### src/source/blueprint_video_defs.svh
`ifndef BLUEPRINT_VIDEO_DEFS_SVH
`define BLUEPRINT_VIDEO_DEFS_SVH

// ===================================================================
// Raster geometry
// ===================================================================

// Full raster including blanking
`define BPV_H_TOTAL      320
`define BPV_V_TOTAL      264

// First column of horizontal blanking
`define BPV_H_ACTIVE     256

// Visible line range
`define BPV_V_ACT_START  16
`define BPV_V_ACT_END    240

// Sync pulses before the centering offset is added
`define BPV_HS_BASE      280
`define BPV_HS_WIDTH     32
`define BPV_VS_BASE      248
`define BPV_VS_WIDTH     4

// Pixel enable ratio against clk_49m
`define BPV_CEN_NUM      89
`define BPV_CEN_DEN      875

// ===================================================================
// Sprite hardware
// ===================================================================

`define BPV_SPR_COUNT    64
`define BPV_SPR_HEIGHT   16
// Bias used by the line match of the scanner
`define BPV_SPR_Y_BIAS   239
`define BPV_SPR_X_BIAS   2

// Level of a lit colour channel
`define BPV_LEVEL_ON     31

`endif

### src/source/blueprint_video_pkg.sv
`default_nettype none

package blueprint_video_pkg;

	// Raster positions
	typedef logic [8:0]  raster_h_t;
	typedef logic [8:0]  raster_v_t;
	typedef logic [3:0]  center_t;

	// Memory addressing and data
	typedef logic [7:0]  spr_ram_addr_t;
	// Pattern address is {code, line in sprite}
	typedef logic [11:0] pattern_addr_t;
	typedef logic [7:0]  byte_t;

	// Sprite pixel bit0 R, bit1 B, bit2 G
	// Zero marks a transparent pixel
	typedef logic [2:0]  spr_pixel_t;
	typedef logic [4:0]  colour_t;

	// Destination of a host write
	typedef enum logic [1:0] {
		SPRITE_RAM,
		PLANE_R,
		PLANE_B,
		PLANE_G
	} store_target_e;

	// Only addr[7:0] counts for the sprite RAM
	typedef struct packed {
		store_target_e target;
		pattern_addr_t addr;
		byte_t         data;
	} host_wr_t;

	typedef struct packed {
		colour_t red;
		colour_t green;
		colour_t blue;
	} rgb_t;

	// One byte per pattern plane
	typedef struct packed {
		byte_t r;
		byte_t b;
		byte_t g;
	} pattern_rd_t;

	typedef enum logic [3:0] {
		IDLE,
		INIT_RD,
		INIT_LAT,
		RD_B0,
		RD_B1,
		RD_B2,
		RD_B3,
		ROMADDR,
		ROMWAIT,
		PIXELS,
		NEXT
	} spr_state_e;

endpackage

`default_nettype wire

### src/source/sprite_line_buffer.sv
`timescale 1ns/1ps
`default_nettype none
`include "blueprint_video_defs.svh"

module sprite_line_buffer (
	input  wire                                   clk_49m,
	input  wire                                   reset,
	input  wire                                   pix_en_i,
	input  wire  blueprint_video_pkg::raster_h_t  h_pos_i,
	input  wire                                   hblank_i,
	input  wire                                   vblank_i,
	input  wire                                   hsync_i,
	input  wire                                   vsync_i,
	input  wire                                   lb_wr_en_i,
	input  wire  blueprint_video_pkg::byte_t      lb_wr_addr_i,
	input  wire  blueprint_video_pkg::spr_pixel_t lb_wr_pixel_i,
	output blueprint_video_pkg::rgb_t             rgb_o,
	output logic                                  hblank_o,
	output logic                                  vblank_o,
	output logic                                  hsync_o,
	output logic                                  vsync_o,
	output logic                                  csync_o
);

	import blueprint_video_pkg::*;

	// Two banks, one shown while the other is drawn
	spr_pixel_t bank_mem [0:1][0:255];
	logic       bank_sel;
	logic       disp_sel;
	logic       clear_en;
	byte_t      rd_addr;
	spr_pixel_t rd_pixel;
	rgb_t       rgb_exp;

	// Column 0 already reads the bank that the swap is about to select
	assign disp_sel = (h_pos_i == '0) ? ~bank_sel : bank_sel;
	assign rd_addr  = h_pos_i[7:0];
	assign rd_pixel = bank_mem[disp_sel][rd_addr];
	assign clear_en = pix_en_i && !hblank_i;

	always_ff @(posedge clk_49m) begin
		if (!reset)
			bank_sel <= 1'b0;
		else if (pix_en_i && h_pos_i == '0)
			bank_sel <= ~bank_sel;
	end

	// ===================================================================
	// Bank write ports
	// ===================================================================

	// Display side clears each entry as it goes out
	// Scanner writes only during hblank, so the two never meet
	for (genvar b = 0; b < 2; b++) begin : g_bank
		always_ff @(posedge clk_49m) begin
			if (clear_en && disp_sel == 1'(b))
				bank_mem[b][rd_addr] <= '0;
			else if (lb_wr_en_i && bank_sel != 1'(b))
				bank_mem[b][lb_wr_addr_i] <= lb_wr_pixel_i;
		end
	end

	// ===================================================================
	// Colour expansion and output stage
	// ===================================================================

	assign rgb_exp.red   = rd_pixel[0] ? 5'(`BPV_LEVEL_ON) : 5'd0;
	assign rgb_exp.blue  = rd_pixel[1] ? 5'(`BPV_LEVEL_ON) : 5'd0;
	assign rgb_exp.green = rd_pixel[2] ? 5'(`BPV_LEVEL_ON) : 5'd0;

	// Pixel and timing flags share one register stage
	always_ff @(posedge clk_49m) begin
		if (!reset) begin
			rgb_o    <= '0;
			hblank_o <= 1'b1;
			vblank_o <= 1'b1;
			hsync_o  <= 1'b0;
			vsync_o  <= 1'b0;
		end else if (pix_en_i) begin
			rgb_o    <= (hblank_i || vblank_i) ? '0 : rgb_exp;
			hblank_o <= hblank_i;
			vblank_o <= vblank_i;
			hsync_o  <= hsync_i;
			vsync_o  <= vsync_i;
		end
	end

	// Composite sync is low while exactly one sync is active
	assign csync_o = ~(hsync_o ^ vsync_o);

endmodule

`default_nettype wire

### config.mk
export PLATFORM = sky130hd
export DESIGN_NAME = sprite_line_buffer
export DESIGN_NICKNAME = d
export VERILOG_FILES = /design/src/source/blueprint_video_pkg.sv /design/src/source/sprite_line_buffer.sv
export VERILOG_INCLUDE_DIRS = /design/src /design/src/source
export SDC_FILE = /design/constraint.sdc
export NUM_CORES = 2
export LEC_CHECK = 0
export BUFFER_PORTS_ARGS = -buffer_cell sky130_fd_sc_hd__clkbuf_2
export CORE_ASPECT_RATIO = 1.5
export CORE_MARGIN = 1.5
export CORE_UTILIZATION = 45
export CTS_CLUSTER_DIAMETER = 120
export DETAILED_ROUTE_END_ITERATION = 8
export SLEW_MARGIN = 30
export SYNTH_ARGS = -nofsm -noshare
export SYNTH_HDL_FRONTEND = slang
export SYNTH_SLANG_ARGS = --single-unit
### constraint.sdc
create_clock -name clk_49m -period 4.4 [get_ports clk_49m]
set_input_delay 0.44 -clock clk_49m [delete_from_list [all_inputs] [get_ports clk_49m]]
set_output_delay 0.44 -clock clk_49m [all_outputs]
set_load 0.03 [all_outputs]
==> results.cfg <==
[run_status]
status = completed

[layout]
stdcell_count = 8803
layout_commonest_cell = nor2_1
multiInputGateArea_mm2 = 0.02422
area_delta_synth_final_pct = 15.49
final_layout_size_suffix_gt1_share_pct = 17.05
postLayoutCoreUtil_pct = 52.26
layout.nets = 6590
filler_cell_count = 14188
regArea_mm2 = 0.04629
final_cell_mix = nor2_1 (1633), edfxtp_1 (1536), o22ai_1 (630), buf_4 (526), nand2_1 (325)

[timing]
fin_skew_ns = 0.02997
rsz0062_at_grt = false
period_needed_ns = 4.327
hold_viol = 0
max-slew-margin-rel_pct = 22.26
min_period_over_period_pct = 98.34
setup_viol = 0
timing.setup.tns_ns = 0
fmax_mhz = 231.1
tightest_slew_ns = 1.162
drv_slew = 0

[setup_path]
worstSetupPathType = flip-flop to flip-flop
worstSetupStartpointType = flip-flop
worstPathRequired_ns = 5.07
path_max_fanout = 22
crit_chain = buf_12 > buf_4 > and3_1 > a22o_1 > a222oi_1 > and4b_1 > o21ai_0 > or4b_2 > o31ai_1 > o31a_1 > o31ai_1
cp_data_arrival_time_ns = 5.00
worst-path-buf-inv = 2
worst_setup_path_end_kind = flip-flop
max_stage_delay_ns = 0.96
crit_family = compound AO/OA/AOI/OAI gates
reg2reg_setup_slack_ns = 0.07
cpMaxStageDelayCell = or4b_2
crit_top_cell = o31ai_1

[floorplanning]
start_util_pct = 45.25
rows = 181
die_w_um = 332.2
die_h_um = 496.8
dieArea_mm2 = 0.1651
placeableCoreArea_mm2 = 0.1617
io-pin-count = 48

[route]
drt_pass1_iterations = 9
drc = 0
routed_wl_um = 367400
wl_per_cell_um = 41.74
vias = 62697
drt_iter0_drc = 10416
avgViaCountPerCell = 7.122
antenna_left = 0

[global_routing]
grt_overflow_total = 0
grt_pass1_vias = 59762
grt_pass1_wl_um = 492600
antenna_found_initial = 22
gr-usage-all-layers_pct = 43.70
grt_max_degree = 70

[pwr]
switchingPower_mw = 7.287
clkPwrFrac_pct = 42.9
irDropWorstVdd_mv = 0.4157
p_total_mw = 31.15
p_leak_nw = 26.17
p_per_area_mw_per_mm2 = 368.7
p_int_mw = 23.87
p_sw_share_pct = 23.39
seqPwrFrac_pct = 51.2
comb_power_share_pct = 5.9

[synthesis]
syn_inst = 6482
synth_mux_area_share_pct = 4.934
synth_xor_area_share_pct = 0.02394
synth.distinct_cells = 81
synth_top_family_by_area = compound AO/OA/AOI/OAI gates
synthSimpleGateAreaFrac_pct = 13.35
avgSynthCellArea_um2 = 11.29
synth_seq_cells = 1544
netlist_area_mm2 = 0.07316
synth_edf_count = 1536
synth_warnings = 0
synth_fp_nets = 6510
ys.flop_type = edfxtp_1
synth-compound-area-share_pct = 14.14
async_flop_share_pct = 0
seq_area_frac_synth_pct = 63.26
synthAdderAreaFrac_pct = 0

[clock_network]
root_buffer = clkbuf_16
clockBufferDepth = 3
cts.sinks = 1544
numCtsBuffers = 151
cts.clk_slew.worst_paths_ns = 0.07
clk_latency_ns = 0.84
tritoncts = built
htree_levels = 4

[hold_path]
min-delay-path-class = primary input to flip-flop

[flow_run]
max-cap-violations = 0

[place]
io_buffers = 47
placedCellCount = 8507
finalWeightedCongestion = 1.069
post-dp-hpwl_um = 255000
sequential cells by signal (all words and copies together) (netlist names):
name and count:
vblank_o 1, hsync_o 1, bank_sel 1, rgb_o 3, vsync_o 1, bank_mem 1536
hblank_o 1
area by class of cell:
class / instances / area share (%)
Antenna cell: 20 / 0.05923
Clock buffer: 197 / 4.824
Multi-Input combinational cell: 4169 / 28.67
Clock inverter: 73 / 0.9639
Inverter: 13 / 0.05923
Sequential cell: 1544 / 54.78
Tap cell: 2104 / 3.115
Timing Repair Buffer: 683 / 7.534
kinds of logic after synthesis:
group | after synthesis
xor gates and xnor gates | 2
AOI/OAI and AO/OA | 1485
DFF | 1544
buffers and inverters | 769
and+or+nand+nor | 2387
muxes | 295
path summary, 6_finish.rpt:
| kind | depth (start not counted) | from | endpoint |
|---|---|---|---|
| max | 11 | bank_sel | rgb_o[3] |
| min reg2reg | 2 | hblank_o | hblank_o |
| min | 4 | pix_en_i | hblank_o |
| max reg2reg | 11 | bank_sel | rgb_o[3] |
power groups by stage:
stage	sequential, mW	combinational, mW	clock, mW
finish	15.9	1.84	13.4
global route	15.9	1.79	13.8
CTS	15.9	1.71	13.3
detailed placement	16.3	1.71	0
global placement	16.3	1.70	0
floorplan	16.3	0.730	0
per-stage QoR:
| step | area [um2] | worst slack (ns) | hold slack (ns) |
|---|---|---|---|
| floorplan | 73160 | 0.8077 | 0.5019 |
| global placement | 79440 | -0.3046 | 0.4544 |
| detailed placement | 79460 | -0.3490 | 0.4804 |
| CTS | 84400 | 0.1912 | 0.08240 |
| global route | 84460 | 0.09450 | 0.1181 |
| finish | 84500 | 0.07301 | 0.1053 |
Yosys cell counts (all sizes together) (56+ instances only):
cell	n	area (um2)
a21oi	102	521.8
a221oi	71	621.9
a22o	56	490.5
a22oi	156	1171
buf	131	741.9
clkbuf	625	2346
edfxtp	1536	46120
mux2	85	957.2
mux2i	166	1662
nand2	392	1488
nand3	123	620.6
nor2	1642	6163
o21ai	110	550.5
o221ai	76	665.6
o22ai	630	3941
timing repair:
item,4_1_cts,5_1_grt
setup endpoints to repair,0,1
resized for setup,0,1
hold buffers,5,0
buffers inserted,0,1
hold endpoints to repair,4,0
worst reg2reg max path, delay by kind of cell, from the launching register on:
kind | cells | cell delay (ns)
AO/OA/AOI/OAI | 6 | 1.58
AND/OR/NAND/NOR | 3 | 1.56
buffers and inverters | 2 | 0.56
flip-flops | 1 | 0.48
per-layer routing:
layer,track usage (%),vias up,share of wire [%]
met5,0,-,0.019
met3,11.85,1643,12
met2,67.14,5502,45
met1,49.81,31041,32
li1,-,24499,-
met4,39.63,12,11
(Power assumes the default switching activity.)
