**src/source/blueprint_video_defs.svh**
```systemverilog
`ifndef BLUEPRINT_VIDEO_DEFS_SVH
`define BLUEPRINT_VIDEO_DEFS_SVH

// ===================================================================
// Raster geometry
// ===================================================================

// Full raster including blanking
`define BPV_H_TOTAL      320
`define BPV_V_TOTAL      264

// First column of horizontal blanking
`define BPV_H_ACTIVE     256

// Visible line range
`define BPV_V_ACT_START  16
`define BPV_V_ACT_END    240

// Sync pulses before the centering offset is added
`define BPV_HS_BASE      280
`define BPV_HS_WIDTH     32
`define BPV_VS_BASE      248
`define BPV_VS_WIDTH     4

// Pixel enable ratio against clk_49m
`define BPV_CEN_NUM      89
`define BPV_CEN_DEN      875

// ===================================================================
// Sprite hardware
// ===================================================================

`define BPV_SPR_COUNT    64
`define BPV_SPR_HEIGHT   16
// Bias used by the line match of the scanner
`define BPV_SPR_Y_BIAS   239
`define BPV_SPR_X_BIAS   2

// Level of a lit colour channel
`define BPV_LEVEL_ON     31

`endif

```
**src/source/blueprint_video_pkg.sv**
```systemverilog
`default_nettype none

package blueprint_video_pkg;

	// Raster positions
	typedef logic [8:0]  raster_h_t;
	typedef logic [8:0]  raster_v_t;
	typedef logic [3:0]  center_t;

	// Memory addressing and data
	typedef logic [7:0]  spr_ram_addr_t;
	// Pattern address is {code, line in sprite}
	typedef logic [11:0] pattern_addr_t;
	typedef logic [7:0]  byte_t;

	// Sprite pixel bit0 R, bit1 B, bit2 G
	// Zero marks a transparent pixel
	typedef logic [2:0]  spr_pixel_t;
	typedef logic [4:0]  colour_t;

	// Destination of a host write
	typedef enum logic [1:0] {
		SPRITE_RAM,
		PLANE_R,
		PLANE_B,
		PLANE_G
	} store_target_e;

	// Only addr[7:0] counts for the sprite RAM
	typedef struct packed {
		store_target_e target;
		pattern_addr_t addr;
		byte_t         data;
	} host_wr_t;

	typedef struct packed {
		colour_t red;
		colour_t green;
		colour_t blue;
	} rgb_t;

	// One byte per pattern plane
	typedef struct packed {
		byte_t r;
		byte_t b;
		byte_t g;
	} pattern_rd_t;

	typedef enum logic [3:0] {
		IDLE,
		INIT_RD,
		INIT_LAT,
		RD_B0,
		RD_B1,
		RD_B2,
		RD_B3,
		ROMADDR,
		ROMWAIT,
		PIXELS,
		NEXT
	} spr_state_e;

endpackage

`default_nettype wire

```
**src/source/video_timing.sv**
```systemverilog
`timescale 1ns/1ps
`default_nettype none
`include "blueprint_video_defs.svh"

module video_timing (
	input  wire                                clk_49m,
	input  wire                                reset,
	input  wire  blueprint_video_pkg::center_t h_center_i,
	input  wire  blueprint_video_pkg::center_t v_center_i,
	output logic                               pix_en_o,
	output blueprint_video_pkg::raster_h_t     h_pos_o,
	output blueprint_video_pkg::raster_v_t     v_pos_o,
	output logic                               hblank_o,
	output logic                               vblank_o,
	output logic                               hsync_o,
	output logic                               vsync_o
);

	import blueprint_video_pkg::*;

	logic [9:0]  cen_acc;
	logic [10:0] cen_sum;
	logic        pix_en_q;
	raster_h_t   h_cnt;
	raster_v_t   v_cnt;
	raster_h_t   hs_start;
	raster_v_t   vs_start;

	// ===================================================================
	// Fractional pixel enable
	// ===================================================================

	// Accumulator adds NUM each clock and fires when it passes DEN
	// Ratio is below one half so two pulses never touch
	assign cen_sum = {1'b0, cen_acc} + 11'(`BPV_CEN_NUM);

	always_ff @(posedge clk_49m) begin
		if (!reset) begin
			cen_acc  <= '0;
			pix_en_q <= 1'b0;
		end else if (cen_sum >= 11'(`BPV_CEN_DEN)) begin
			cen_acc  <= 10'(cen_sum - 11'(`BPV_CEN_DEN));
			pix_en_q <= 1'b1;
		end else begin
			cen_acc  <= cen_sum[9:0];
			pix_en_q <= 1'b0;
		end
	end

	// ===================================================================
	// Raster counters
	// ===================================================================

	always_ff @(posedge clk_49m) begin
		if (!reset) begin
			h_cnt <= '0;
			v_cnt <= '0;
		end else if (pix_en_q) begin
			if (h_cnt == 9'(`BPV_H_TOTAL - 1)) begin
				h_cnt <= '0;
				// Line wrap at the bottom of the frame
				if (v_cnt == 9'(`BPV_V_TOTAL - 1))
					v_cnt <= '0;
				else
					v_cnt <= v_cnt + 9'd1;
			end else begin
				h_cnt <= h_cnt + 9'd1;
			end
		end
	end

	// Blanking straight from the counters
	assign hblank_o = (h_cnt >= 9'(`BPV_H_ACTIVE));
	assign vblank_o = (v_cnt < 9'(`BPV_V_ACT_START)) || (v_cnt >= 9'(`BPV_V_ACT_END));

	// Sync windows shifted by the centering inputs
	// A large offset clips the pulse at the end of the line or frame
	assign hs_start = 9'(`BPV_HS_BASE) + {5'd0, h_center_i};
	assign vs_start = 9'(`BPV_VS_BASE) + {5'd0, v_center_i};
	assign hsync_o  = (h_cnt >= hs_start) && (h_cnt < hs_start + 9'(`BPV_HS_WIDTH));
	assign vsync_o  = (v_cnt >= vs_start) && (v_cnt < vs_start + 9'(`BPV_VS_WIDTH));

	assign pix_en_o = pix_en_q;
	assign h_pos_o  = h_cnt;
	assign v_pos_o  = v_cnt;

endmodule

`default_nettype wire

```
**config.mk**
```make
export PLATFORM = sky130hd
export DESIGN_NAME = video_timing
export DESIGN_NICKNAME = d
export VERILOG_FILES = /design/src/source/blueprint_video_pkg.sv /design/src/source/video_timing.sv
export VERILOG_INCLUDE_DIRS = /design/src /design/src/source
export SDC_FILE = /design/constraint.sdc
export NUM_CORES = 1
export LEC_CHECK = 0
export BUFFER_PORTS_ARGS = -buffer_cell sky130_fd_sc_hd__buf_2
export CAP_MARGIN = 20
export CORE_ASPECT_RATIO = 2
export CORE_MARGIN = 2
export CORE_UTILIZATION = 51
export DETAILED_ROUTE_END_ITERATION = 8
export GPL_ROUTABILITY_DRIVEN = 1
export GPL_TIMING_DRIVEN = 0
export MAX_ROUTING_LAYER = met4
export PLACE_DENSITY = 0.83
export SLEW_MARGIN = 20
export SYNTH_ARGS = -nofsm -noshare
export SYNTH_HDL_FRONTEND = slang
export SYNTH_SLANG_ARGS = --single-unit
```
**constraint.sdc**
```tcl
create_clock -name clk_49m -period 3.46 [get_ports clk_49m]
set_input_delay 0.173 -clock clk_49m [delete_from_list [all_inputs] [get_ports clk_49m]]
set_output_delay 0.173 -clock clk_49m [all_outputs]
set_load 0.02 [all_outputs]
```
==> results of run 1 <==
-- power by group --
| part | internal (mW) | leakage (nW) | switching, mW |
|---|---|---|---|
| Clock | 0.138 | 0.0439 | 0.137 |
| Combinational | 0.0867 | 0.904 | 0.118 |
| Sequential | 0.351 | 0.236 | 0.0254 |
| Total | 0.576 | 1.18 | 0.281 |
-- sequential cells by signal, indices dropped and copies added, names as in the netlist --
name      cells
cen_acc      10
h_pos_o       9
v_pos_o       9
pix_en_o      1
-- worst paths after layout --
kind | startpoint | end | slack, ps | depth (start not counted)
worst max-delay path | cen_acc[1] | cen_acc[6] | 870 | 8
worst min-delay path | reset | cen_acc[9] | 220 | 2
worst max register to register | cen_acc[1] | cen_acc[6] | 870 | 8
worst min register to register | v_pos_o[1] | v_pos_o[1] | 540 | 2
-- layout make-up --
cell class / count / area (um2) / area share, %
buffer: 9 / 55.1 / 2.16
clock buffer: 5 / 68.8 / 2.70
clock inverter: 3 / 17.5 / 0.687
inverter: 16 / 60.1 / 2.35
multi-input combinational: 215 / 1540 / 60.4
sequential: 29 / 581 / 22.8
tap: 54 / 67.6 / 2.65
timing repair buffer: 32 / 160 / 6.28
-- worst register-to-register path, cell delays in order, from the launching register on --
cell and delay (ps):
dfxtp_1 340, ha_1 280, a211o_1 370, a21oi_2 210
xnor2_1 290, nor4_1 130, o31a_1 360, or3b_1 370
a31oi_1 170
-- cell usage after synthesis (all sizes together) (6+ instances only) --
library cell | instances | area, um2
nor3 | 8 | 45.0
a21oi | 16 | 83.8
nand3 | 8 | 40.0
xor2 | 13 | 114
o21a | 6 | 45.0
nand2 | 17 | 63.8
dfxtp | 29 | 581
nor2 | 25 | 93.8
o21ai | 15 | 75.1
nand2b | 8 | 50.1
a21o | 6 | 45.0
inv | 16 | 60.1
ha | 32 | 400
xnor2 | 9 | 78.8
-- stage by stage --
stage	cells	instance area (um2)	worst slack [ps]	utilization (%)	total power, mW
2_1_floorplan	269	2240	1130	-	0.539
3_3_place_gp	355	2460	881	57.4	0.580
3_5_place_dp	355	2460	869	57.4	0.586
4_1_cts	363	2550	853	59.4	0.859
5_1_grt	363	2550	676	59.4	0.901
6_report	363	2550	865	59.4	0.857
-- layer usage --
metal  vias to the layer above  global-route usage, %
li1                       1038                      -
met1                       963                   20.8
met2                        34                   41.8
met3                         7                   3.08
met4                         0                   8.52
met5                         -                      -
-- cells by family after synthesis --
| logic type | after synthesis | share of synthesized area [%] |
|---|---|---|
| AO/OA/AOI/OAI | 64 | 19.1 |
| XOR/XNOR | 22 | 8.61 |
| adder cells (fa/ha/maj) | 32 | 17.9 |
| buffers and inverters | 25 | 5.14 |
| flip-flops | 29 | 26.0 |
| multiplexers | 3 | 1.34 |
| AND/OR/NAND/NOR | 94 | 21.9 |
==> flow_summary.yaml, run 1 <==
cts:
  htree_levels: 2
  tritoncts: "done"
  cts_setup_buffers: 0
  cts-root-buf: "clkbuf_8"
  path_clk_slew_ps: 70
  clockBufferDepth: 2
  cts.sinks: 29
  clk-insertion-delay-late_ps: 290
  cts_made_buffers: 5
  cts_repair_resize_count: 0
  hold_buffers: 0
critical_path:
  critical-path-max-stage-delay_ps: 370
  slowest_stage: "a211o_1"
  path_cells: "ha_1 > a211o_1 > a21oi_2 > xnor2_1 > nor4_1 > o31a_1 > or3b_1 > a31oi_1"
  crit_buf_inv: 0
  critPathRequiredTime_ps: 3680
  setup.worst_path.start_class: "flop"
  crit_fanout: 7
  cp_top_family: "compound AO/OA/AOI/OAI gates"
  crit_arrival_ps: 2810
  crit_path_end_kind: "flop"
  path_class: "flop to flop"
detailed_routing:
  routed_wl_mm: 4.74
  drc: 0
  dr_wl_met2_mm: 2.69
  via_count: 2042
  dr.pass1.iters: 4
  wl_met3_um: 126
  top_layer_used: "met4"
  ant_nets: 0
  wl_per_cell_um: 13.1
  routedLengthMet1_mm: 1.85
  viasPerCell: 5.63
  initialDrtViolationCount: 37
yosys:
  syn_inst: 269
  synth_cell_type_count: 49
  synth_seq_cells: 29
  synth_enable_flop_cells: 0
  seq_area_frac_synth_pct: 26.0
  syn_area_per_cell_um2: 8.32
  async_flop_share_pct: 0
  synthesis.nets: 311
  netlist_area_mm2: 0.00224
  yosys_most_used_dff: "dfxtp_1"
  yosys_warnings: 0
sta:
  finalHoldViolations: 0
  slew_headroom_pct: 64.4
  finalCritPeriodShare_pct: 75.0
  hold_slack_ps: 216
  worstMarginPinSlew_ps: 530
  fin_tns_setup_ps: 0
  setup_viol: 0
  fin_worst_skew_ps: 11.5
  post-route-min-period_ps: 2590
  fmax_mhz: 385
  maxSlewViolCount: 0
  rsz0062_at_grt: "no"
finish:
  areaGrowthSynthToFinish_pct: 14.0
  most-common-layout-cells: "buf_2, ha_1, dfxtp_1"
  num-fill-cells: 414
  finalNetCount: 350
  diodes: 0
  mostFrequentLayoutCell: "buf_2"
  drive_gt1_share_pct: 16.2
die:
  start_util_pct: 52.1
  die_area_mm2: 0.00496
  rows: 34
  die_y_um: 97.7
  core_mm2: 0.00430
  die_x_um: 50.8
  io_pins: 33
worst_hold_path:
  hold_path_class: "input port to flop"
placement:
  hpwlAfterDp_mm: 3.72
  routabilityCongestion: 0.825
  port_buffers: 32
global_routing:
  antenna_found_initial: 0
  grt_start_max_net_pins: 11
  grtUsageTotal_pct: 21.9
  overflow: 0
  grt_pass1_wl_mm: 8.36
  grt_pass1_vias: 2045
run_status:
  status: "finished, final reports clean"
pwr:
  p_per_area_mw_per_mm2: 336
  leakagePower_nw: 1.18
  irDropWorstVdd_uv: 394
run:
  maxCapViolCount: 0
Power figures use the tool's default switching activity.
==> inputs of run 2 (changes only) <==
==> constraint.sdc (replaced) <==
create_clock -name clk_49m -period 2.5 [get_ports clk_49m]
set_input_delay 0.125 -clock clk_49m [delete_from_list [all_inputs] [get_ports clk_49m]]
set_output_delay 0.125 -clock clk_49m [all_outputs]
set_load 0.02 [all_outputs]
==> run 2 against run 1 <==
  * Total power rose by 47%
  * Fmax increased by 6.4%
  * Non-clock buffer count up 3
  * Largest cell class unchanged
  * Combinational power is 68% higher
  * Global-route usage increased by 0.10 points
  * First-iteration DRC count up 8.1%
  * Critical path depth stayed put
  * Utilization is 2.9 points higher
==> flow_summary.yaml, run 2 (same netlist as run 1, synthesis figures left out) <==
worst_hold_path:
  hold_path_class: "input port to flop"
die:
  start_util_pct: 52.1
  die_x_um: 50.8
  die_y_um: 97.7
  rows: 34
  die_area_mm2: 0.00496
  core_mm2: 0.00430
  io_pins: 33
global_routing:
  grt_pass1_vias: 2048
  grt_start_max_net_pins: 11
  antenna_found_initial: 0
  overflow: 0
  grt_pass1_wl_mm: 8.39
  grtUsageTotal_pct: 22.0
cts:
  cts_made_buffers: 5
  cts.sinks: 29
  tritoncts: "done"
  hold_buffers: 0
  path_clk_slew_ps: 70
  clockBufferDepth: 2
  clk-insertion-delay-late_ps: 290
  htree_levels: 2
  cts-root-buf: "clkbuf_8"
placement:
  place_ws_ps: -90.9
  hpwlAfterDp_mm: 3.72
  place_area_mm2: 0.00246
  port_buffers: 32
  routabilityCongestion: 0.825
  dpl.cell_count: 355
finish:
  diodes: 0
  areaGrowthSynthToFinish_pct: 19.6
  finalNetCount: 353
  mostFrequentLayoutCell: "buf_2"
  drive_gt1_share_pct: 20.5
  fin_area_mm2: 0.00268
  largest_reg_flops: 10
  finalNonFillerCells: 366
  largest-register: "cen_acc"
  most-common-layout-cells: "buf_2, ha_1, dfxtp_1"
pwr:
  clkPwrFrac_pct: 30.4
  p_per_area_mw_per_mm2: 470
  swShare_pct: 33.4
  leakagePower_nw: 1.22
  p_int_uw: 838
  p_switching_uw: 420
  seq_power_share_pct: 42.2
  irDropWorstVdd_uv: 545
  pwr-share-comb_pct: 27.4
sta:
  maxSlewViolCount: 0
  rsz0062_at_grt: "yes"
  setup_viol: 0
  finalCritPeriodShare_pct: 97.5
  finalHoldViolations: 0
  post-route-min-period_ps: 2440
  fmax_mhz: 410
  worstMarginPinSlew_ps: 486
  fin_ws_ps: 62.1
  slew_headroom_pct: 67.6
  fin_worst_skew_ps: 12.0
detailed_routing:
  drc: 0
  viasPerCell: 5.61
  wl_per_cell_um: 13.4
  routed_wl_mm: 4.92
  via_count: 2053
  ant_nets: 0
  initialDrtViolationCount: 40
  dr.pass1.iters: 4
critical_path:
  crit_path_end_kind: "flop"
  path_class: "flop to flop"
  path_cells: "ha_2 > a211oi_2 > or4_1 > mux2i_1 > nor2_1 > o31a_1 > or3b_1 > a31oi_1"
  setup.worst_path.start_class: "flop"
  critPathRequiredTime_ps: 2720
  crit_arrival_ps: 2650
  critical-path-max-stage-delay_ps: 470
  crit_fanout: 5
  slowest_stage: "or4_1"
run:
  maxCapViolCount: 0
run_status:
  status: "finished, final reports clean"
run 2: cell types whose count changed in the layout (fill, tap and decap cells not counted), sizes merged:
cell / previous run / this run
buf: 37 / 40
run 2: power groups by stage:
stage / logic, mW / registers, mW / clock network, mW
6_report: 0.345 / 0.531 / 0.382
5_1_grt: 0.382 / 0.536 / 0.400
4_1_cts: 0.290 / 0.522 / 0.385
3_5_place_dp: 0.281 / 0.531 / 0
3_3_place_gp: 0.273 / 0.529 / 0
2_1_floorplan: 0.224 / 0.522 / 0
run 2: routing by layer:
layer	up-vias	routed length [um]	part of all wire [%]	global-route usage (%)
met3	6	131	2.7	3.08
met1	964	1890	38	20.9
met5	-	0	0	-
met4	0	76	1.5	8.52
met2	38	2820	57	42.0
li1	1045	-	-	-
run 2: per-stage QoR:
step                hold slack (ps)  setup TNS, ps  power (mW)  utilization (%)
finish                          169              0        1.26             62.3
global route                    181          -29.2        1.32             62.3
CTS                             169              0        1.20             59.8
detailed placement              465           -275       0.811             57.4
global placement                460           -156       0.802             57.4
floorplan                       256              0       0.747                -
run 2: area by class of cell:
cell class	instances	area [um2]
plain buffers	9	58.8
clock buffers	5	68.8
clock inverters	3	17.5
fillers	405	1620
inverters	16	60.1
multi-input cells	215	1640
flip-flops and latches	29	582
well taps	54	67.6
repair buffers	35	183
run 2: critical path: cells and delay by family, from the launching register on:
kind / cells / cell delay [ps]
AO/OA/AOI/OAI: 3 / 580
adder cells (fa/ha/maj): 1 / 280
flip-flops: 1 / 390
multiplexers: 1 / 180
AND/OR/NAND/NOR: 3 / 950
run 2: final timing paths:
check	from	endpoint	slack, ps	cells past startpoint
worst max-delay path	cen_acc[1]	cen_acc[6]	60	8
worst min register to register	v_pos_o[1]	v_pos_o[1]	540	2
worst max register to register	cen_acc[1]	cen_acc[6]	60	8
worst min-delay path	reset	cen_acc[9]	170	2
run 2: repair_timing:
action,in CTS,in global routing
setup endpoints to repair,6,10
buffers inserted,1,2
gates resized for setup,2,14
pin swaps,1,4
