File: src/source/blueprint_video_defs.svh
`ifndef BLUEPRINT_VIDEO_DEFS_SVH
`define BLUEPRINT_VIDEO_DEFS_SVH

// ===================================================================
// Raster geometry
// ===================================================================

// Full raster including blanking
`define BPV_H_TOTAL      320
`define BPV_V_TOTAL      264

// First column of horizontal blanking
`define BPV_H_ACTIVE     256

// Visible line range
`define BPV_V_ACT_START  16
`define BPV_V_ACT_END    240

// Sync pulses before the centering offset is added
`define BPV_HS_BASE      280
`define BPV_HS_WIDTH     32
`define BPV_VS_BASE      248
`define BPV_VS_WIDTH     4

// Pixel enable ratio against clk_49m
`define BPV_CEN_NUM      89
`define BPV_CEN_DEN      875

// ===================================================================
// Sprite hardware
// ===================================================================

`define BPV_SPR_COUNT    64
`define BPV_SPR_HEIGHT   16
// Bias used by the line match of the scanner
`define BPV_SPR_Y_BIAS   239
`define BPV_SPR_X_BIAS   2

// Level of a lit colour channel
`define BPV_LEVEL_ON     31

`endif

File: src/source/blueprint_video_pkg.sv
`default_nettype none

package blueprint_video_pkg;

	// Raster positions
	typedef logic [8:0]  raster_h_t;
	typedef logic [8:0]  raster_v_t;
	typedef logic [3:0]  center_t;

	// Memory addressing and data
	typedef logic [7:0]  spr_ram_addr_t;
	// Pattern address is {code, line in sprite}
	typedef logic [11:0] pattern_addr_t;
	typedef logic [7:0]  byte_t;

	// Sprite pixel bit0 R, bit1 B, bit2 G
	// Zero marks a transparent pixel
	typedef logic [2:0]  spr_pixel_t;
	typedef logic [4:0]  colour_t;

	// Destination of a host write
	typedef enum logic [1:0] {
		SPRITE_RAM,
		PLANE_R,
		PLANE_B,
		PLANE_G
	} store_target_e;

	// Only addr[7:0] counts for the sprite RAM
	typedef struct packed {
		store_target_e target;
		pattern_addr_t addr;
		byte_t         data;
	} host_wr_t;

	typedef struct packed {
		colour_t red;
		colour_t green;
		colour_t blue;
	} rgb_t;

	// One byte per pattern plane
	typedef struct packed {
		byte_t r;
		byte_t b;
		byte_t g;
	} pattern_rd_t;

	typedef enum logic [3:0] {
		IDLE,
		INIT_RD,
		INIT_LAT,
		RD_B0,
		RD_B1,
		RD_B2,
		RD_B3,
		ROMADDR,
		ROMWAIT,
		PIXELS,
		NEXT
	} spr_state_e;

endpackage

`default_nettype wire

File: src/source/sprite_scan_ctrl.sv
`timescale 1ns/1ps
`default_nettype none
`include "blueprint_video_defs.svh"

module sprite_scan_ctrl (
	input  wire                                      clk_49m,
	input  wire                                      reset,
	input  wire                                      pix_en_i,
	input  wire  blueprint_video_pkg::raster_h_t     h_pos_i,
	input  wire  blueprint_video_pkg::raster_v_t     v_pos_i,
	output logic                                     scan_busy_o,
	output blueprint_video_pkg::spr_ram_addr_t       attr_addr_o,
	input  wire  blueprint_video_pkg::byte_t         attr_data_i,
	output blueprint_video_pkg::pattern_addr_t       pat_addr_o,
	input  wire  blueprint_video_pkg::pattern_rd_t   pat_data_i,
	output logic                                     lb_wr_en_o,
	output blueprint_video_pkg::byte_t               lb_wr_addr_o,
	output blueprint_video_pkg::spr_pixel_t          lb_wr_pixel_o
);

	import blueprint_video_pkg::*;

	spr_state_e    state;
	logic [5:0]    spr_idx;
	byte_t         next_line;
	// Attribute bytes of the current sprite
	byte_t         spr_y;
	byte_t         spr_code;
	byte_t         spr_flags;
	byte_t         spr_x;
	// Y-flip of this sprite and the one carried to the next
	logic          spr_flipy;
	logic          carry_flipy;
	logic [2:0]    pix_cnt;
	spr_ram_addr_t attr_addr_q;
	pattern_addr_t pat_addr_q;

	logic [8:0]    line_raw;
	logic          line_hit;
	logic [3:0]    line_sel;
	logic [2:0]    bit_pos;
	spr_pixel_t    pix_val;

	// ===================================================================
	// Line match and pixel select
	// ===================================================================

	// Row inside the sprite, biased as the original board does
	assign line_raw = {1'b0, next_line} - 9'(`BPV_SPR_Y_BIAS) + {1'b0, spr_y};
	assign line_hit = (line_raw < 9'(`BPV_SPR_HEIGHT));
	assign line_sel = spr_flipy ? 4'(`BPV_SPR_HEIGHT - 1) - line_raw[3:0] : line_raw[3:0];

	// Flags bit 6 sends bit 0 out first
	assign bit_pos = spr_flags[6] ? pix_cnt : 3'd7 - pix_cnt;
	assign pix_val = {pat_data_i.g[bit_pos], pat_data_i.b[bit_pos], pat_data_i.r[bit_pos]};

	// Transparent pixels leave the line buffer alone
	assign lb_wr_en_o    = (state == PIXELS) && (pix_val != '0);
	assign lb_wr_addr_o  = spr_x + 8'(pix_cnt) + 8'(`BPV_SPR_X_BIAS);
	assign lb_wr_pixel_o = pix_val;

	assign scan_busy_o = (state != IDLE);
	assign attr_addr_o = attr_addr_q;
	assign pat_addr_o  = pat_addr_q;

	// ===================================================================
	// Scanner FSM
	// ===================================================================

	always_ff @(posedge clk_49m) begin
		if (!reset) begin
			state       <= IDLE;
			spr_idx     <= '0;
			carry_flipy <= 1'b0;
			pix_cnt     <= '0;
			attr_addr_q <= '0;
			pat_addr_q  <= '0;
		end else begin
			case (state)
				IDLE: begin
					// Start of hblank, prepare the next line
					if (pix_en_i && h_pos_i == 9'(`BPV_H_ACTIVE)) begin
						next_line   <= 8'(v_pos_i + 9'd1);
						// Flags byte of the last sprite
						attr_addr_q <= {6'(`BPV_SPR_COUNT - 1), 2'd2};
						state       <= INIT_RD;
					end
				end
				INIT_RD: begin
					state <= INIT_LAT;
				end
				INIT_LAT: begin
					// Sprite 0 inherits Y-flip from the last sprite
					carry_flipy <= attr_data_i[7];
					spr_idx     <= '0;
					attr_addr_q <= '0;
					state       <= RD_B0;
				end
				RD_B0: begin
					attr_addr_q <= {spr_idx, 2'd1};
					state       <= RD_B1;
				end
				RD_B1: begin
					spr_y       <= attr_data_i;
					attr_addr_q <= {spr_idx, 2'd2};
					state       <= RD_B2;
				end
				RD_B2: begin
					spr_code    <= attr_data_i;
					attr_addr_q <= {spr_idx, 2'd3};
					state       <= RD_B3;
				end
				RD_B3: begin
					spr_flags <= attr_data_i;
					spr_flipy <= carry_flipy;
					state     <= ROMADDR;
				end
				ROMADDR: begin
					spr_x       <= attr_data_i;
					// This sprite's bit 7 flips the next one
					carry_flipy <= spr_flags[7];
					if (line_hit) begin
						pat_addr_q <= {spr_code, line_sel};
						state      <= ROMWAIT;
					end else begin
						state <= NEXT;
					end
				end
				ROMWAIT: begin
					// Plane bytes arrive for the first pixel
					pix_cnt <= '0;
					state   <= PIXELS;
				end
				PIXELS: begin
					if (pix_cnt == 3'd7)
						state <= NEXT;
					else
						pix_cnt <= pix_cnt + 3'd1;
				end
				NEXT: begin
					if (spr_idx == 6'(`BPV_SPR_COUNT - 1)) begin
						state <= IDLE;
					end else begin
						spr_idx     <= spr_idx + 6'd1;
						attr_addr_q <= {spr_idx + 6'd1, 2'd0};
						state       <= RD_B0;
					end
				end
				default: state <= IDLE;
			endcase
		end
	end

endmodule

`default_nettype wire

File: config.mk
export PLATFORM = sky130hd
export DESIGN_NAME = sprite_scan_ctrl
export DESIGN_NICKNAME = d
export VERILOG_FILES = /design/src/source/blueprint_video_pkg.sv /design/src/source/sprite_scan_ctrl.sv
export VERILOG_INCLUDE_DIRS = /design/src /design/src/source
export SDC_FILE = /design/constraint.sdc
export NUM_CORES = 1
export LEC_CHECK = 0
export ABC_CLOCK_PERIOD_IN_PS = 2600
export CORE_MARGIN = 2
export CORE_UTILIZATION = 58
export CTS_BUF_LIST = sky130_fd_sc_hd__clkbuf_16
export CTS_CLUSTER_DIAMETER = 60
export DETAILED_ROUTE_END_ITERATION = 12
export DONT_BUFFER_PORTS = 1
export GPL_TIMING_DRIVEN = 0
export PLACE_DENSITY = 0.75
export SYNTH_ARGS = -nofsm -noshare
export SYNTH_HDL_FRONTEND = slang
export SYNTH_SLANG_ARGS = --single-unit
File: constraint.sdc
create_clock -name clk_49m -period 2.6 [get_ports clk_49m]
set_input_delay 0.13 -clock clk_49m [delete_from_list [all_inputs] [get_ports clk_49m]]
set_output_delay 0.13 -clock clk_49m [all_outputs]
set_load 0.01 [all_outputs]
==> run_results.csv, run 1 <==
group,metric,value,unit
power,p_int,0.00193,W
timing,hold_viol,0,
finish,finalNetCount,490,
critical_path,start_kind,"register",
floorplan,core.rowCount,30,
place,place_area,0.00407,mm²
logic_synthesis,synth-edff-count,35,
detailed_routing,via_per_inst,6.30,
power,power.share.switching,21.5,%
place,gp_congestion,0.887,
grt,grt_max_degree,14,
floorplan,core,0.00672,mm²
grt,grt_pass1_vias,2973,
outcome,violations,"setup timing",
worst_hold_path,hp-class,"input pin to register",
power,p_sw,0.000528,W
power,seqPwrFrac,46.6,%
floorplan,die_w,86.7,µm
detailed_routing,vias,3120,
logic_synthesis,synth-seq-area-share,43.6,%
place,hpwl,6390,µm
timing,slew_viol_final,0,
cts,clkSlewWorstSetupHoldPaths,0.06,ns
outcome,status,"finished with violations",
cts,cts_buffer_depth,2,
place,portBuffers,0,
critical_path,crit_path_max_fanout,3,
floorplan,fp.dieArea,0.00752,mm²
cts,cts_root_buf,"clkbuf_16",
timing,relSlewSlack,25.1,%
detailed_routing,dr.first_iter.drc_count,206,
floorplan,start_util,59.1,%
finish,utilization,70.6,%
logic_synthesis,async_reset_ff_share,0,%
logic_synthesis,syn_inst,378,
timing,tightestPinTransition,1.11,ns
floorplan,io-pin-count,86,
logic_synthesis,syn_area_per_cell,10.5,µm²
power,p_comb_share,2.9,%
grt,antenna_found_initial,0,
finish,syn_to_final_growth,19.5,%
logic_synthesis,ys_ff_latch,69,
timing,fin_crit,2.66,ns
critical_path,cp.arrival,2.92,ns
logic_synthesis,yosysUniqueCellTypes,64,
timing,skew,0.00793,ns
timing,layout_setup_ws,-0.0612,ns
logic_synthesis,synth_fp_nets,458,
worst_hold_path,min_from,"reset",
detailed_routing,first_pass_iters,5,
timing,grt_setup_unrepaired,"yes",
critical_path,cp-startpoint,"spr_y[2]",
critical_path,r2r-start,"spr_y[2]",
flow_run,maxCapViolCount,0,
cts,cts_tree,"built",
timing,finalSetupViolCount,3,
power,p_leak,1.77,nW
cts,clock_sinks,69,
finish,mostFrequentLayoutCells,"41 x nand2_1, 35 x edfxtp_1, 33 x dfxtp_1",
grt,grt_overflow,0,
detailed_routing,postRouteAntennaNets,0,
finish,mostFrequentLayoutCell,"nand2_1",
logic_synthesis,synth_warnings,0,
timing,fmax,0.376,GHz
cts,cts_made_buffers,9,
detailed_routing,drc,0,
grt,grt.total_usage,25.2,%
detailed_routing,post_drt_wl_per_cell,19.1,µm
floorplan,die_h,86.7,µm
logic_synthesis,netlist_area,0.00397,mm²
cts,htreeDepth,3,
power,pwr-share-clk,50.5,%
critical_path,end_kind,"register",
power,ir_worst_vdd,0.000339,V
power,power.density,517,mW/mm²
cts,clk_latency,0.34,ns
critical_path,crit_required,2.85,ns
finish,num_antenna_cells,0,
critical_path,crit_type,"register to register",
finish,fin_area,0.00474,mm²
grt,grt_pass1_wl,14500,µm
finish,drive_gt1_share,15.4,%
logic_synthesis,synthFlopType,"edfxtp_1",
timing,min_period_over_period,102,%
detailed_routing,routed_wl,9480,µm
flip-flops by register name, indices dropped and copies added, names as in the netlist:
signal       count
next_line        8
spr_flags        2
spr_x            8
pix_cnt          3
spr_flipy        1
attr_addr_o      8
spr_code         8
state            4
spr_y            8
pat_addr_o      12
carry_flipy      1
spr_idx          6
critical path: stages (launching register included):
cell	delay [ns]
edfxtp_1	0.42
ha_4	0.31
ha_4	0.19
a211o_1	0.29
a311o_1	0.33
a32o_2	0.27
nor4_4	0.34
buf_4	0.20
mux2i_2	0.23
power by group through the flow:
stage / sequential, W / combinational, W / clock (W)
floorplan: 0.00117 / 0.0000381 / 0
global placement: 0.00117 / 0.0000465 / 0
detailed placement: 0.00117 / 0.0000474 / 0
CTS: 0.00114 / 0.0000704 / 0.00124
global route: 0.00114 / 0.0000767 / 0.00130
finish: 0.00114 / 0.0000718 / 0.00124
what timing repair did:
action | 4_1_cts | 5_1_grt
endpoints found under the hold margin | 31 | 1
buffers inserted | 3 | 3
pin swaps | 8 | 11
hold buffers | 13 | 1
resized for setup | 17 | 21
gates cloned | 1 | 0
endpoints found under the setup margin | 16 | 15
Yosys cell counts, types with 3 or more instances:
cell type,instances,area share [%]
dfxtp_1,34,17
nor3_1,9,1.1
xnor2_1,11,2.4
nor4_1,3,0.47
buf_2,3,0.38
and2_1,3,0.47
nand4_1,4,0.63
nand2_1,41,3.9
o211ai_1,3,0.57
inv_1,21,2.0
mux2i_1,13,3.3
nand3b_1,3,0.57
mux4_2,11,6.2
a21oi_1,16,2.0
and3_1,11,1.7
a221oi_1,8,1.8
nor2b_1,3,0.47
nand2b_1,10,1.6
nor2_1,24,2.3
clkbuf_1,11,1.0
o21ai_0,13,1.6
a22oi_1,4,0.76
edfxtp_1,35,26
ha_1,25,7.9
nand3_1,5,0.63
a211oi_1,3,0.57
xor2_1,6,1.3
cell type report:
class	count	area, µm²
multi-input cells	270	2230
fillers	490	1980
flip-flops and latches	69	1730
clock buffers	9	225
repair buffers	21	196
well taps	80	100
plain buffers	16	97.6
inverters	23	88.8
clock inverters	7	73.8
layer usage:
layer | up-vias | GRT usage (%) | part of all wire [%]
met2 | 107 | 41.7 | 52
met1 | 1522 | 31.8 | 41
li1 | 1475 | - | -
met3 | 16 | 6.67 | 5.6
met4 | 0 | 9.23 | 2.1
met5 | - | 0 | 0
per-stage QoR:
stage               power [W]  std cells  TNS (ns)  setup slack [ns]  hold WS, ns
floorplan             0.00120        378         0            0.0266        0.229
detailed placement    0.00121        458     -2.36            -0.248        0.229
finish                0.00245        495   -0.0631           -0.0612      0.00231
global route          0.00252        495    -0.762            -0.133      0.00179
CTS                   0.00246        491     -1.13            -0.129      0.00437
global placement      0.00121        458     -1.64            -0.171        0.229
cell families after synthesis:
group,share of synthesized area [%]
mux,9.52
fa+ha+maj,8.89
xor+xnor,3.75
flops,43.6
buf+inv,3.97
compound gates,13.2
simple gates,17.1
path summary, 6_finish.rpt:
kind	endpoint	slack, ns	cells past startpoint
worst min-delay path	state[1]	0.002	2
worst max-delay path	pat_addr_o[0]	-0.06	8
worst min register to register	spr_flipy	0.43	0
worst max register to register	pat_addr_o[0]	-0.06	8
Note: power is estimated with default switching activity, not from simulation.
==> inputs of run 2 (changes only) <==
Settings changed: CORE_UTILIZATION 58 to 60, CTS_BUF_LIST sky130_fd_sc_hd__clkbuf_16 to sky130_fd_sc_hd__clkbuf_2, PLACE_DENSITY 0.75 to 0.78.
==> run_results.csv, run 2 (synthesis gave the netlist of run 1 again) <==
group,metric,value,unit
cts,clock_sinks,69,
finish,drive_gt1_share,17.2,%
place,post-place-cells,455,
critical_path,crit_path_max_fanout,5,
timing,relSlewSlack,26.1,%
cts,cts_buffer_depth,2,
detailed_routing,postRouteAntennaNets,0,
critical_path,cp.arrival,3.30,ns
timing,grt_setup_unrepaired,"yes",
floorplan,die_w,85.3,µm
finish,mostFrequentLayoutCell,"nand2_1",
critical_path,start_kind,"register",
detailed_routing,vias,3228,
place,portBuffers,0,
timing,holdWs,0.0107,ns
cts,clkSlewWorstSetupHoldPaths,0.25,ns
grt,grt_pass1_vias,3231,
place,gp_congestion,0.873,
cts,htreeDepth,3,
critical_path,critPathMaxStageDelay,0.51,ns
timing,finalSetupViolCount,13,
finish,finalNetCount,506,
floorplan,core,0.00639,mm²
finish,utilization,73.9,%
grt,antenna_found_initial,0,
grt,grt_overflow,0,
timing,tightestPinTransition,1.10,ns
timing,skew,0.0413,ns
timing,min_period_over_period,107,%
critical_path,r2r-start,"spr_y[2]",
critical_path,cpMostUsedCell,"ha_4",
critical_path,crit_slowest_cell,"edfxtp_1",
detailed_routing,dr.first_iter.drc_count,177,
floorplan,start_util,62.1,%
critical_path,end_kind,"register",
place,hpwl,6230,µm
timing,hold_viol,0,
outcome,status,"finished with violations",
floorplan,die_h,85.3,µm
finish,fin_area,0.00472,mm²
finish,num_antenna_cells,0,
critical_path,cp-startpoint,"spr_y[2]",
finish,mostFrequentLayoutCells,"41 x nand2_1, 35 x edfxtp_1, 31 x dfxtp_1",
power,ir_worst_vdd,0.000322,V
worst_hold_path,hp-class,"input pin to register",
critical_path,rrSetupSlack,-0.19,ns
detailed_routing,routed_wl,9790,µm
grt,grt_max_degree,16,
critical_path,crit_chain,"ha_4, ha_4, a211o_1, a311o_1, a32o_2, nor4_4, buf_4, buf_6, mux2i_1",
timing,fin_crit,2.79,ns
flow_run,maxCapViolCount,0,
cts,cts_tree,"built",
critical_path,reg2reg_depth,9,
detailed_routing,first_pass_iters,4,
grt,grt_pass1_wl,15200,µm
floorplan,fp.dieArea,0.00728,mm²
power,power.density,387,mW/mm²
timing,layout_setup_ws,-0.193,ns
floorplan,io-pin-count,86,
grt,grt.total_usage,26.8,%
timing,slew_viol_final,0,
cts,cts_made_buffers,9,
detailed_routing,drc,0,
critical_path,crit_path_end,"pat_addr_o[8]",
critical_path,crit_type,"register to register",
detailed_routing,post_drt_wl_per_cell,19.3,µm
floorplan,core.rowCount,29,
finish,fill_cells,439,
critical_path,crit_required,3.11,ns
timing,fmax,0.358,GHz
cts,clk_latency,0.56,ns
critical_path,r2r-end,"pat_addr_o[8]",
detailed_routing,via_per_inst,6.35,
place,place_area,0.00406,mm²
finish,largest_reg_flops,12,
cts,cts_root_buf,"clkbuf_2",
power,finalPower,0.00183,W
finish,final_cells,508,
outcome,violations,"setup timing",
power,p_leak,1.78,nW
finish,syn_to_final_growth,19.0,%
run 2: metrics by stage:
step | TNS, ns | worst slack [ns]
4_1_cts | -1.69 | -0.158
2_1_floorplan | 0 | 0.0266
6_report | -1.49 | -0.193
5_1_grt | -2.97 | -0.282
3_3_place_gp | -1.64 | -0.168
3_5_place_dp | -1.80 | -0.206
run 2: how the worst min path moves through the flow:
stage / from / to / slack [ns] / cells past startpoint
finish: pix_en_i / next_line[0] / 0.01 / 2
CTS: pix_en_i / next_line[1] / 0.003 / 2
global route: pix_en_i / next_line[0] / 0.02 / 2
global placement: attr_data_i[5] / spr_y[5] / 0.23 / 0
detailed placement: attr_data_i[5] / spr_y[5] / 0.23 / 0
floorplan: attr_data_i[0] / spr_code[0] / 0.23 / 0
run 2: power by group:
part | leakage (nW) | switching, W | internal [W]
Sequential | 0.590 | 0.000000406 | 0.00114
Combinational | 1.12 | 0.0000411 | 0.0000510
Clock | 0.0701 | 0.000443 | 0.000150
run 2: repair_timing:
| item | CTS | global route |
|---|---|---|
| gates resized for setup | 36 | 11 |
| buffers inserted | 8 | 4 |
| endpoints found under the setup margin | 21 | 18 |
| gates cloned | 1 | 0 |
| endpoints found under the hold margin | 55 | 1 |
| hold buffers | 24 | 1 |
| pin swaps | 7 | 9 |
run 2: worst max-delay path, delay by kind of cell, from the launching register on:
family | cells | cell delay (ns)
buffers and inverters | 2 | 0.30
adders and majority gates | 2 | 0.53
muxes | 1 | 0.20
AOI/OAI and AO/OA | 3 | 0.92
DFF | 1 | 0.51
and+or+nand+nor | 1 | 0.28
run 2: cell type report:
class / count / area [µm²] / share of cell area [%]
Buffer: 15 / 90.1 / 1.91
Clock buffer: 9 / 45.0 / 0.954
Clock inverter: 7 / 61.3 / 1.30
Inverter: 23 / 96.3 / 2.04
Multi-Input combinational cell: 270 / 2230 / 47.3
Sequential cell: 69 / 1740 / 36.8
Tap cell: 77 / 96.3 / 2.04
Timing Repair Buffer: 38 / 359 / 7.61
run 2: per-layer routing:
layer / global-route usage (%) / up-vias / routed length (µm)
met5: 0 / - / 0
met4: 11.4 / 0 / 128
met3: 7.00 / 12 / 748
met2: 44.0 / 139 / 4990
met1: 33.7 / 1564 / 3930
li1: - / 1513 / -
